$ cat config.mk
export PLATFORM = sky130hd
export DESIGN_NAME = prefetcher_top
export DESIGN_NICKNAME = d
export VERILOG_FILES = /design/src/prefetch_pkg.sv /design/src/watchdog_timer.sv /design/src/prefetch_queue.sv /design/src/read_responder.sv /design/src/prefetch_ctrl.sv /design/src/prefetcher_top.sv
export VERILOG_INCLUDE_DIRS = /design/src
export SDC_FILE = /design/constraint.sdc
export NUM_CORES = 1
export LEC_CHECK = 0
export BUFFER_PORTS_ARGS = -buffer_cell sky130_fd_sc_hd__buf_2
export CORE_AREA = 2 2 365 367
export DETAILED_ROUTE_END_ITERATION = 12
export DIE_AREA = 0 0 367 369
export SYNTH_ARGS = -nofsm -noshare
export SYNTH_HDL_FRONTEND = slang
export SYNTH_SLANG_ARGS = --single-unit
$ cat constraint.sdc
create_clock -name clk -period 13.1 [get_ports clk]
set_input_delay 0 -clock clk [delete_from_list [all_inputs] [get_ports clk]]
set_output_delay 0 -clock clk [all_outputs]
set_load 0.02 [all_outputs]
$ cat src/prefetch_cfg.svh
// Widths and depth are shared by RTL and testbench; queue depth must be a power of two
`ifndef PREFETCH_CFG_SVH
`define PREFETCH_CFG_SVH

// Bus widths, one word each
`define PF_ADDR_W 32
`define PF_DATA_W 32

// Prefetch queue entries
`define PF_QUEUE_DEPTH 8

// Occupancy and window values, depth plus one
`define PF_CNT_W 4

// Watchdog prescaler width
`define PF_WD_W 10

`endif

$ cat src/prefetch_pkg.sv
// Types shared across the prefetcher; widths come from the config header
`include "prefetch_cfg.svh"

package prefetch_pkg;

    // Stride learning state of the controller
    typedef enum logic [1:0] {
        PF_IDLE,
        PF_ARM,
        PF_ACTIVE,
        PF_CLEANUP
    } pf_state_e;

    // One prefetched word tagged with its address
    typedef struct packed {
        logic [`PF_ADDR_W-1:0] addr;
        logic [`PF_DATA_W-1:0] data;
    } queue_entry_t;

endpackage

$ cat src/watchdog_timer.sv
// Timeout fires after two full prescaler periods with no activity; prescale of 0 expires every cycle
`timescale 1ns/100ps
`include "prefetch_cfg.svh"

module watchdog_timer (
    input  logic                clk,
    input  logic                resetN,
    input  logic                activity,
    input  logic [`PF_WD_W-1:0] prescale,
    output logic                timeout
);

    logic [`PF_WD_W-1:0] presc_cnt;
    logic                armed;     // First expiry seen
    logic                expiry;

    assign expiry = (presc_cnt == prescale);

    always_ff @(posedge clk or negedge resetN) begin
        if (!resetN) begin
            presc_cnt <= '0;
            armed     <= 1'b0;
            timeout   <= 1'b0;
        end else begin
            timeout <= 1'b0;
            if (activity) begin
                presc_cnt <= '0;
                armed     <= 1'b0;
            end else if (expiry) begin
                presc_cnt <= '0;
                armed     <= ~armed;
                timeout   <= armed;   // Second expiry
            end else begin
                presc_cnt <= presc_cnt + 1'b1;
            end
        end
    end

endmodule

$ cat src/prefetch_queue.sv
// In-order buffer of prefetched words; caller never pushes when full, flush wins over push
`timescale 1ns/100ps
`include "prefetch_cfg.svh"

module prefetch_queue (
    input  logic                        clk,
    input  logic                        resetN,
    input  logic                        push_valid,
    input  prefetch_pkg::queue_entry_t  push_entry,
    input  logic                        pop,
    input  logic                        flush,
    output logic                        head_valid,
    output prefetch_pkg::queue_entry_t  head_entry,
    output logic [`PF_CNT_W-1:0]        count
);

    localparam int PTR_W = $clog2(`PF_QUEUE_DEPTH);

    prefetch_pkg::queue_entry_t mem [`PF_QUEUE_DEPTH];

    logic [PTR_W-1:0] wr_ptr;
    logic [PTR_W-1:0] rd_ptr;
    logic             do_pop;

    assign head_valid = (count != '0);
    assign head_entry = mem[rd_ptr];
    assign do_pop     = pop & head_valid;

    // Storage, written on every accepted push
    always_ff @(posedge clk) begin
        if (push_valid && !flush) begin
            mem[wr_ptr] <= push_entry;
        end
    end

    always_ff @(posedge clk or negedge resetN) begin
        if (!resetN) begin
            wr_ptr <= '0;
            rd_ptr <= '0;
            count  <= '0;
        end else if (flush) begin
            wr_ptr <= '0;
            rd_ptr <= '0;
            count  <= '0;
        end else begin
            if (push_valid) begin
                wr_ptr <= wr_ptr + 1'b1;  // Wraps at depth
            end
            if (do_pop) begin
                rd_ptr <= rd_ptr + 1'b1;
            end
            case ({push_valid, do_pop})
                2'b10:   count <= count + 1'b1;
                2'b01:   count <= count - 1'b1;
                default: count <= count;      // Both or neither
            endcase
        end
    end

endmodule

$ cat src/read_responder.sv
// One demand read in flight; s_rresp is always OKAY
`timescale 1ns/100ps
`include "prefetch_cfg.svh"

module read_responder (
    input  logic                        clk,
    input  logic                        resetN,
    input  logic [`PF_ADDR_W-1:0]       s_araddr,
    input  logic                        s_arvalid,
    output logic                        s_arready,
    output logic [`PF_DATA_W-1:0]       s_rdata,
    output logic [1:0]                  s_rresp,
    output logic                        s_rvalid,
    input  logic                        s_rready,
    input  logic                        head_valid,
    input  prefetch_pkg::queue_entry_t  head_entry,
    input  logic                        miss_ready,
    input  logic                        miss_rvalid,
    input  logic [`PF_DATA_W-1:0]       miss_rdata,
    output logic                        acc_valid,
    output logic [`PF_ADDR_W-1:0]       acc_addr,
    output logic                        pop,
    output logic                        miss_valid,
    output logic [`PF_ADDR_W-1:0]       miss_addr
);

    typedef enum logic [1:0] {RSP_IDLE, RSP_WAIT, RSP_HOLD} rsp_state_e;

    rsp_state_e            state;
    logic                  hit;
    logic                  miss_pend;   // Miss not yet taken by the controller
    logic [`PF_ADDR_W-1:0] miss_addr_q;

    assign s_arready = (state == RSP_IDLE);
    assign s_rresp   = 2'b00;
    assign acc_valid = s_arvalid & s_arready;
    assign acc_addr  = s_araddr;
    assign hit       = head_valid && (head_entry.addr == s_araddr);
    assign pop       = acc_valid & hit;

    // A fresh miss goes out in the accept cycle so memory sees it one cycle later
    assign miss_valid = (acc_valid & ~hit) | miss_pend;
    assign miss_addr  = miss_pend ? miss_addr_q : s_araddr;

    always_ff @(posedge clk or negedge resetN) begin
        if (!resetN) begin
            state     <= RSP_IDLE;
            s_rvalid  <= 1'b0;
            miss_pend <= 1'b0;
        end else begin
            case (state)
                RSP_IDLE: begin
                    if (acc_valid && hit) begin
                        s_rvalid <= 1'b1;
                        state    <= RSP_HOLD;
                    end else if (acc_valid) begin
                        miss_pend <= ~miss_ready;
                        state     <= RSP_WAIT;
                    end
                end
                RSP_WAIT: begin
                    if (miss_pend && miss_ready) begin
                        miss_pend <= 1'b0;
                    end
                    if (miss_rvalid) begin
                        s_rvalid <= 1'b1;
                        state    <= RSP_HOLD;
                    end
                end
                RSP_HOLD: begin
                    if (s_rready) begin
                        s_rvalid <= 1'b0;
                        state    <= RSP_IDLE;
                    end
                end
                default: state <= RSP_IDLE;
            endcase
        end
    end

    // Response data and miss address
    always_ff @(posedge clk) begin
        if (state == RSP_IDLE && acc_valid) begin
            s_rdata     <= head_entry.data;  // Only meaningful on a hit
            miss_addr_q <= s_araddr;
        end else if (state == RSP_WAIT && miss_rvalid) begin
            s_rdata <= miss_rdata;
        end
    end

endmodule

$ cat src/prefetch_ctrl.sv
// Single outstanding memory read; a window above queue depth is clipped to the depth
`timescale 1ns/100ps
`include "prefetch_cfg.svh"

module prefetch_ctrl (
    input  logic                        clk,
    input  logic                        resetN,
    input  logic                        acc_valid,
    input  logic [`PF_ADDR_W-1:0]       acc_addr,
    input  logic                        miss_valid,
    input  logic [`PF_ADDR_W-1:0]       miss_addr,
    output logic                        miss_ready,
    output logic                        miss_rvalid,
    output logic [`PF_DATA_W-1:0]       miss_rdata,
    input  logic [`PF_CNT_W-1:0]        count,
    output logic                        push_valid,
    output prefetch_pkg::queue_entry_t  push_entry,
    output logic                        flush,
    output logic [`PF_ADDR_W-1:0]       m_araddr,
    output logic                        m_arvalid,
    input  logic                        m_arready,
    input  logic [`PF_DATA_W-1:0]       m_rdata,
    input  logic                        m_rvalid,
    output logic                        m_rready,
    input  logic                        ctrl_flush,
    input  logic [`PF_ADDR_W-1:0]       bar,
    input  logic [`PF_ADDR_W-1:0]       limit,
    input  logic [`PF_CNT_W-1:0]        window,
    input  logic [`PF_WD_W-1:0]         wd_prescale
);

    prefetch_pkg::pf_state_e state;

    logic [`PF_ADDR_W-1:0] prev_addr;
    logic [`PF_ADDR_W-1:0] stride;
    logic [`PF_ADDR_W-1:0] pf_addr;     // Next address to prefetch
    logic [`PF_ADDR_W-1:0] diff;
    logic [`PF_CNT_W-1:0]  inflight;
    logic                  owner_demand; // Outstanding read belongs to a miss
    logic                  busy;
    logic                  pf_issue;
    logic                  grant;
    logic                  timeout;
    logic                  wd_activity;
    logic                  ext_cleanup;

    assign diff       = acc_addr - prev_addr;
    assign busy       = m_arvalid | m_rready;
    assign miss_ready = ~busy;

    // Queued words plus the one landing this cycle
    assign inflight = count + `PF_CNT_W'(push_valid);

    // Misses win the memory channel
    assign pf_issue = (state == prefetch_pkg::PF_ACTIVE) && !busy && !miss_valid
                      && (inflight < window) && (inflight < `PF_QUEUE_DEPTH)
                      && (pf_addr >= bar) && (pf_addr <= limit);
    assign grant    = !busy && (miss_valid || pf_issue);

    assign wd_activity = acc_valid | (m_arvalid & m_arready) | (m_rvalid & m_rready);
    assign ext_cleanup = ctrl_flush | timeout;

    watchdog_timer i_watchdog_timer (
        .clk      (clk),
        .resetN   (resetN),
        .activity (wd_activity),
        .prescale (wd_prescale),
        .timeout  (timeout)
    );

    // Stride learning
    always_ff @(posedge clk or negedge resetN) begin
        if (!resetN) begin
            state     <= prefetch_pkg::PF_IDLE;
            prev_addr <= '0;
            stride    <= '0;
            pf_addr   <= '0;
            flush     <= 1'b0;
        end else begin
            flush <= 1'b0;
            if (acc_valid) begin
                prev_addr <= acc_addr;
            end
            if (pf_issue) begin
                pf_addr <= pf_addr + stride;
            end
            case (state)
                prefetch_pkg::PF_IDLE: begin
                    if (acc_valid) state <= prefetch_pkg::PF_ARM;
                end
                prefetch_pkg::PF_ARM: begin
                    if (ext_cleanup) begin
                        state <= prefetch_pkg::PF_CLEANUP;
                    end else if (acc_valid && diff != '0) begin
                        state   <= prefetch_pkg::PF_ACTIVE;
                        stride  <= diff;
                        pf_addr <= acc_addr + diff;
                    end
                end
                prefetch_pkg::PF_ACTIVE: begin
                    if (ext_cleanup || (acc_valid && diff != stride)
                        || (miss_valid && count != '0)) begin
                        state <= prefetch_pkg::PF_CLEANUP;
                    end
                end
                prefetch_pkg::PF_CLEANUP: begin
                    // Last prefetch must land in the queue before the flush
                    if (!busy && !push_valid) begin
                        flush <= 1'b1;
                        state <= prefetch_pkg::PF_IDLE;
                    end
                end
                default: state <= prefetch_pkg::PF_IDLE;
            endcase
        end
    end

    // Memory channel
    always_ff @(posedge clk or negedge resetN) begin
        if (!resetN) begin
            m_arvalid    <= 1'b0;
            m_rready     <= 1'b0;
            owner_demand <= 1'b0;
            miss_rvalid  <= 1'b0;
            push_valid   <= 1'b0;
        end else begin
            miss_rvalid <= 1'b0;
            push_valid  <= 1'b0;
            if (grant) begin
                m_arvalid    <= 1'b1;
                owner_demand <= miss_valid;
            end
            if (m_arvalid && m_arready) begin
                m_arvalid <= 1'b0;
                m_rready  <= 1'b1;
            end
            if (m_rvalid && m_rready) begin
                m_rready    <= 1'b0;
                miss_rvalid <= owner_demand;
                push_valid  <= ~owner_demand;
            end
        end
    end

    always_ff @(posedge clk) begin
        if (grant) begin
            m_araddr <= miss_valid ? miss_addr : pf_addr;
        end
        if (m_rvalid && m_rready) begin
            miss_rdata      <= m_rdata;
            push_entry.addr <= m_araddr;  // Held for the whole read
            push_entry.data <= m_rdata;
        end
    end

endmodule

$ cat src/prefetcher_top.sv
// Read-only AXI4-Lite stride prefetcher; bar, limit, window and wd_prescale must be static
`timescale 1ns/100ps
`include "prefetch_cfg.svh"

module prefetcher_top (
    input  logic                  clk,
    input  logic                  resetN,
    input  logic [`PF_ADDR_W-1:0] s_araddr,
    input  logic                  s_arvalid,
    output logic                  s_arready,
    output logic [`PF_DATA_W-1:0] s_rdata,
    output logic [1:0]            s_rresp,
    output logic                  s_rvalid,
    input  logic                  s_rready,
    output logic [`PF_ADDR_W-1:0] m_araddr,
    output logic                  m_arvalid,
    input  logic                  m_arready,
    input  logic [`PF_DATA_W-1:0] m_rdata,
    input  logic                  m_rvalid,
    output logic                  m_rready,
    input  logic                  ctrl_flush,
    input  logic [`PF_ADDR_W-1:0] bar,
    input  logic [`PF_ADDR_W-1:0] limit,
    input  logic [`PF_CNT_W-1:0]  window,
    input  logic [`PF_WD_W-1:0]   wd_prescale
);

    // Responder to controller
    logic                  acc_valid;
    logic [`PF_ADDR_W-1:0] acc_addr;
    logic                  miss_valid;
    logic [`PF_ADDR_W-1:0] miss_addr;
    logic                  miss_ready;
    logic                  miss_rvalid;
    logic [`PF_DATA_W-1:0] miss_rdata;

    // Queue side
    logic                       push_valid;
    prefetch_pkg::queue_entry_t push_entry;
    logic                       head_valid;
    prefetch_pkg::queue_entry_t head_entry;
    logic                       pop;
    logic                       flush;
    logic [`PF_CNT_W-1:0]       count;

    read_responder i_read_responder (
        .clk(clk), .resetN(resetN),
        .s_araddr(s_araddr), .s_arvalid(s_arvalid), .s_arready(s_arready),
        .s_rdata(s_rdata), .s_rresp(s_rresp), .s_rvalid(s_rvalid), .s_rready(s_rready),
        .head_valid(head_valid), .head_entry(head_entry),
        .miss_ready(miss_ready), .miss_rvalid(miss_rvalid), .miss_rdata(miss_rdata),
        .acc_valid(acc_valid), .acc_addr(acc_addr), .pop(pop),
        .miss_valid(miss_valid), .miss_addr(miss_addr)
    );

    prefetch_queue i_prefetch_queue (
        .clk(clk), .resetN(resetN),
        .push_valid(push_valid), .push_entry(push_entry),
        .pop(pop), .flush(flush),
        .head_valid(head_valid), .head_entry(head_entry), .count(count)
    );

    prefetch_ctrl i_prefetch_ctrl (
        .clk(clk), .resetN(resetN),
        .acc_valid(acc_valid), .acc_addr(acc_addr),
        .miss_valid(miss_valid), .miss_addr(miss_addr), .miss_ready(miss_ready),
        .miss_rvalid(miss_rvalid), .miss_rdata(miss_rdata),
        .count(count), .push_valid(push_valid), .push_entry(push_entry), .flush(flush),
        .m_araddr(m_araddr), .m_arvalid(m_arvalid), .m_arready(m_arready),
        .m_rdata(m_rdata), .m_rvalid(m_rvalid), .m_rready(m_rready),
        .ctrl_flush(ctrl_flush), .bar(bar), .limit(limit),
        .window(window), .wd_prescale(wd_prescale)
    );

endmodule

==> reports/metrics.yaml <==
die_x_um: 367
grt_pass1_wl_um: 159000
syn_area_per_cell_um2: 13.6
hold_path_class: "primary input to asynchronous set/reset pin"
area_growth_pct: 17.0
synth_seq_cells: 802
clock_latency_ps: 640
cp-end-kind: "flip-flop"
relSlewSlack_pct: 20.9
grt_max_degree: 95
r2r-end: "i_prefetch_ctrl.m_araddr[7]$_DFFE_PP_"
synth_edf_count: 672
synth_cells: 2884
arrival_ps: 6180
grt.total_usage_pct: 15.5
viasPerCell: 4.99
vdd_drop_max_uv: 102
dieArea_um2: 135000
final_cell_count_no_fill: 4999
netlist_area_um2: 39200
drc_errors: 0
final_util_pct: 34.9
rsz0062_at_grt: "false"
grt_pass1_vias: 24786
place_area_um2: 42200
worstPathMaxFanout: 66
yosys_most_used_dff: "edfxtp_1"
wl_um: 107000
max_freq_mhz: 169
fill_cells: 12802
async_reset_ff_share_pct: 16.2
htree_num_levels: 3
p_leak_nw: 16.9
vias: 24948
seq_area_frac_synth_pct: 59.9
r2r_setup_slack_ps: 7180
fin_crit_ps: 5920
port_buffers: 216
die_h_um: 369
critPathLaunch: "i_prefetch_queue.rd_ptr[1]$_DFFE_PN0P_"
worst_pin_slew_ps: 1180
fp.coreArea_um2: 131000
worst_clock_skew_ps: 20.8
dp_slack_ps: 7110
place_inst: 4765
hpwl_um: 72700
synthTopCellsByArea: "edfxtp_1 (52%), dfrtp_1 (8.3%), ha_1 (5.8%)"
final_cell_mix: "edfxtp_1 (672), buf_2 (215), nand2_1 (201), mux2i_1 (183), ha_1 (181)"
layout-drive-gt1-share_pct: 16.2
powerDensity_nw_per_um2: 221
hold_violations: 0
tritoncts: "yes"
drv_cap: 0
synthDistinctLibCells: 87
routedWlPerCell_um: 21.3
setup_viol: 0
num_io_pins: 219
start_util_pct: 29.9
numCtsBuffers: 85
rr_startpoint: "i_prefetch_queue.rd_ptr[1]$_DFFE_PN0P_"
yosysTopAreaCellShare_pct: 51.5
firstDrtPassIters: 7
critPathLaunchType: "flip-flop"
post_cts_buffers: 0
detail-route-antenna-nets: 0
path_class: "flip-flop to flip-flop"
final_common_cell: "edfxtp_1"
rows: 133
worst_slack_ps: 7180
yosysWarnings: 0
finalMaxSlewViolations: 0
clkTransAtPathRegs_ps: 70
yosysTopAreaCell: "edfxtp_1"
drt_iter0_markers: 1988
cts.sinks: 802
overflow: 0
cts_root_buf: "clkbuf_16"
place.gp.congestion: 0.914
worstPathRequired_ps: 13360
fin_nets: 3507
fin_area_um2: 45800
status: "complete, no violations"
clock_path_buffers: 3
finalCritPeriodShare_pct: 45.2
reg2regPathDepth: 12
setup_tns_ps: 0
antenna_found_initial: 8
[synth_stat cells (17+ instances only)]
cell	n
nand2b_1	23
nand4_1	34
nand2_1	205
a21oi_1	141
ha_1	181
o21ai_0	157
a22oi_1	32
nor2_1	136
a21o_1	65
buf_2	29
mux4_2	96
xnor2_1	100
clkbuf_1	57
mux2i_1	183
inv_1	151
edfxtp_1	672
and3_1	17
xor2_1	49
nor3_1	37
dfrtp_1	130
or3_1	19
mux2_2	29
nand3_1	52
[critical path: stages (launching register included)]
cell	delay [ps]
dfrtp_4	850
buf_4	940
mux4_2	420
mux2i_1	310
xnor2_1	140
a21oi_1	150
nand4_1	160
nor4_2	660
nor2_1	300
a31oi_1	400
nand2_2	60
buf_4	320
nand2_2	680
[final cells by class]
| type | instances | area [um2] | share of cell area, % |
|---|---|---|---|
| diodes | 2 | 5.00 | 0.0109 |
| clock buffers | 105 | 2270 | 4.97 |
| clock inverters | 51 | 571 | 1.25 |
| inverters | 151 | 568 | 1.24 |
| multi-input cells | 1816 | 14700 | 32.1 |
| flip-flops and latches | 802 | 23400 | 51.2 |
| well taps | 1755 | 2200 | 4.79 |
| repair buffers | 317 | 2040 | 4.45 |
[worst max-delay path by stage]
stage	to	cells past startpoint	slack, ps
floorplan	i_prefetch_queue.mem[0][0]$_DFFE_PP_	4	7110
global placement	i_prefetch_ctrl.m_araddr[5]$_DFFE_PP_	12	7180
detailed placement	i_prefetch_ctrl.m_araddr[5]$_DFFE_PP_	12	7110
CTS	i_prefetch_ctrl.m_araddr[7]$_DFFE_PP_	12	7060
global route	i_prefetch_ctrl.m_araddr[7]$_DFFE_PP_	12	6700
finish	i_prefetch_ctrl.m_araddr[7]$_DFFE_PP_	12	7180
[sequential cells by signal (all words and copies together), names as in the netlist, 3 cells and up]
signal and flops:
i_prefetch_ctrl.prev_addr 32, i_read_responder.s_rdata 32, i_prefetch_ctrl.m_araddr 32, i_prefetch_ctrl.miss_rdata 32, i_prefetch_ctrl.stride 32, i_read_responder.miss_addr_q 32
i_prefetch_ctrl.i_watchdog_timer.presc_cnt 10, i_prefetch_ctrl.pf_addr 32, i_prefetch_ctrl.push_entry 32, i_prefetch_queue.wr_ptr 3, i_prefetch_queue.mem 512, i_prefetch_queue.count 4
i_prefetch_queue.rd_ptr 3
[where the power goes]
part	leakage, nW	internal, mW	switching [mW]	total (mW)
Clock	1.38	1.44	1.02	2.46
Combinational	7.83	1.60	2.37	3.97
Sequential	7.69	3.22	0.466	3.69
Total	16.9	6.26	3.85	10.1
[per-layer routing]
| metal | vias to the layer above | wire length, um | GRT usage (%) | part of all wire [%] |
|---|---|---|---|---|
| li1 | 11564 | - | - | - |
| met1 | 12493 | 50300 | 22.4 | 47 |
| met2 | 750 | 47900 | 24.2 | 45 |
| met3 | 139 | 5770 | 2.16 | 5.4 |
| met4 | 2 | 2700 | 4.20 | 2.5 |
| met5 | - | 11 | 0 | 0.010 |
[kinds of logic after synthesis]
family	Yosys count	share of synthesized area, %
flip-flops	802	59.9
AND/OR/NAND/NOR	594	7.25
AO/OA/AOI/OAI	572	9.37
multiplexers	308	11.0
buffers and inverters	267	2.82
adder cells (fa/ha/maj)	185	5.99
XOR/XNOR	155	3.68
other	1	0.00958
[stage by stage]
stage,total power [mW],hold WS (ps)
after floorplan,6.44,-296
after global placement,7.59,134
after detailed placement,7.63,143
after CTS,10.1,30.6
after global routing,10.7,53.7
final,10.1,25.0
[repair_timing]
item                                    CTS  global route
gates resized for setup                   0             0
hold endpoints to repair                223             0
endpoints found under the setup margin    0             0
hold buffers                             76             0
No activity file was read; power rests on OpenSTA's default activity.
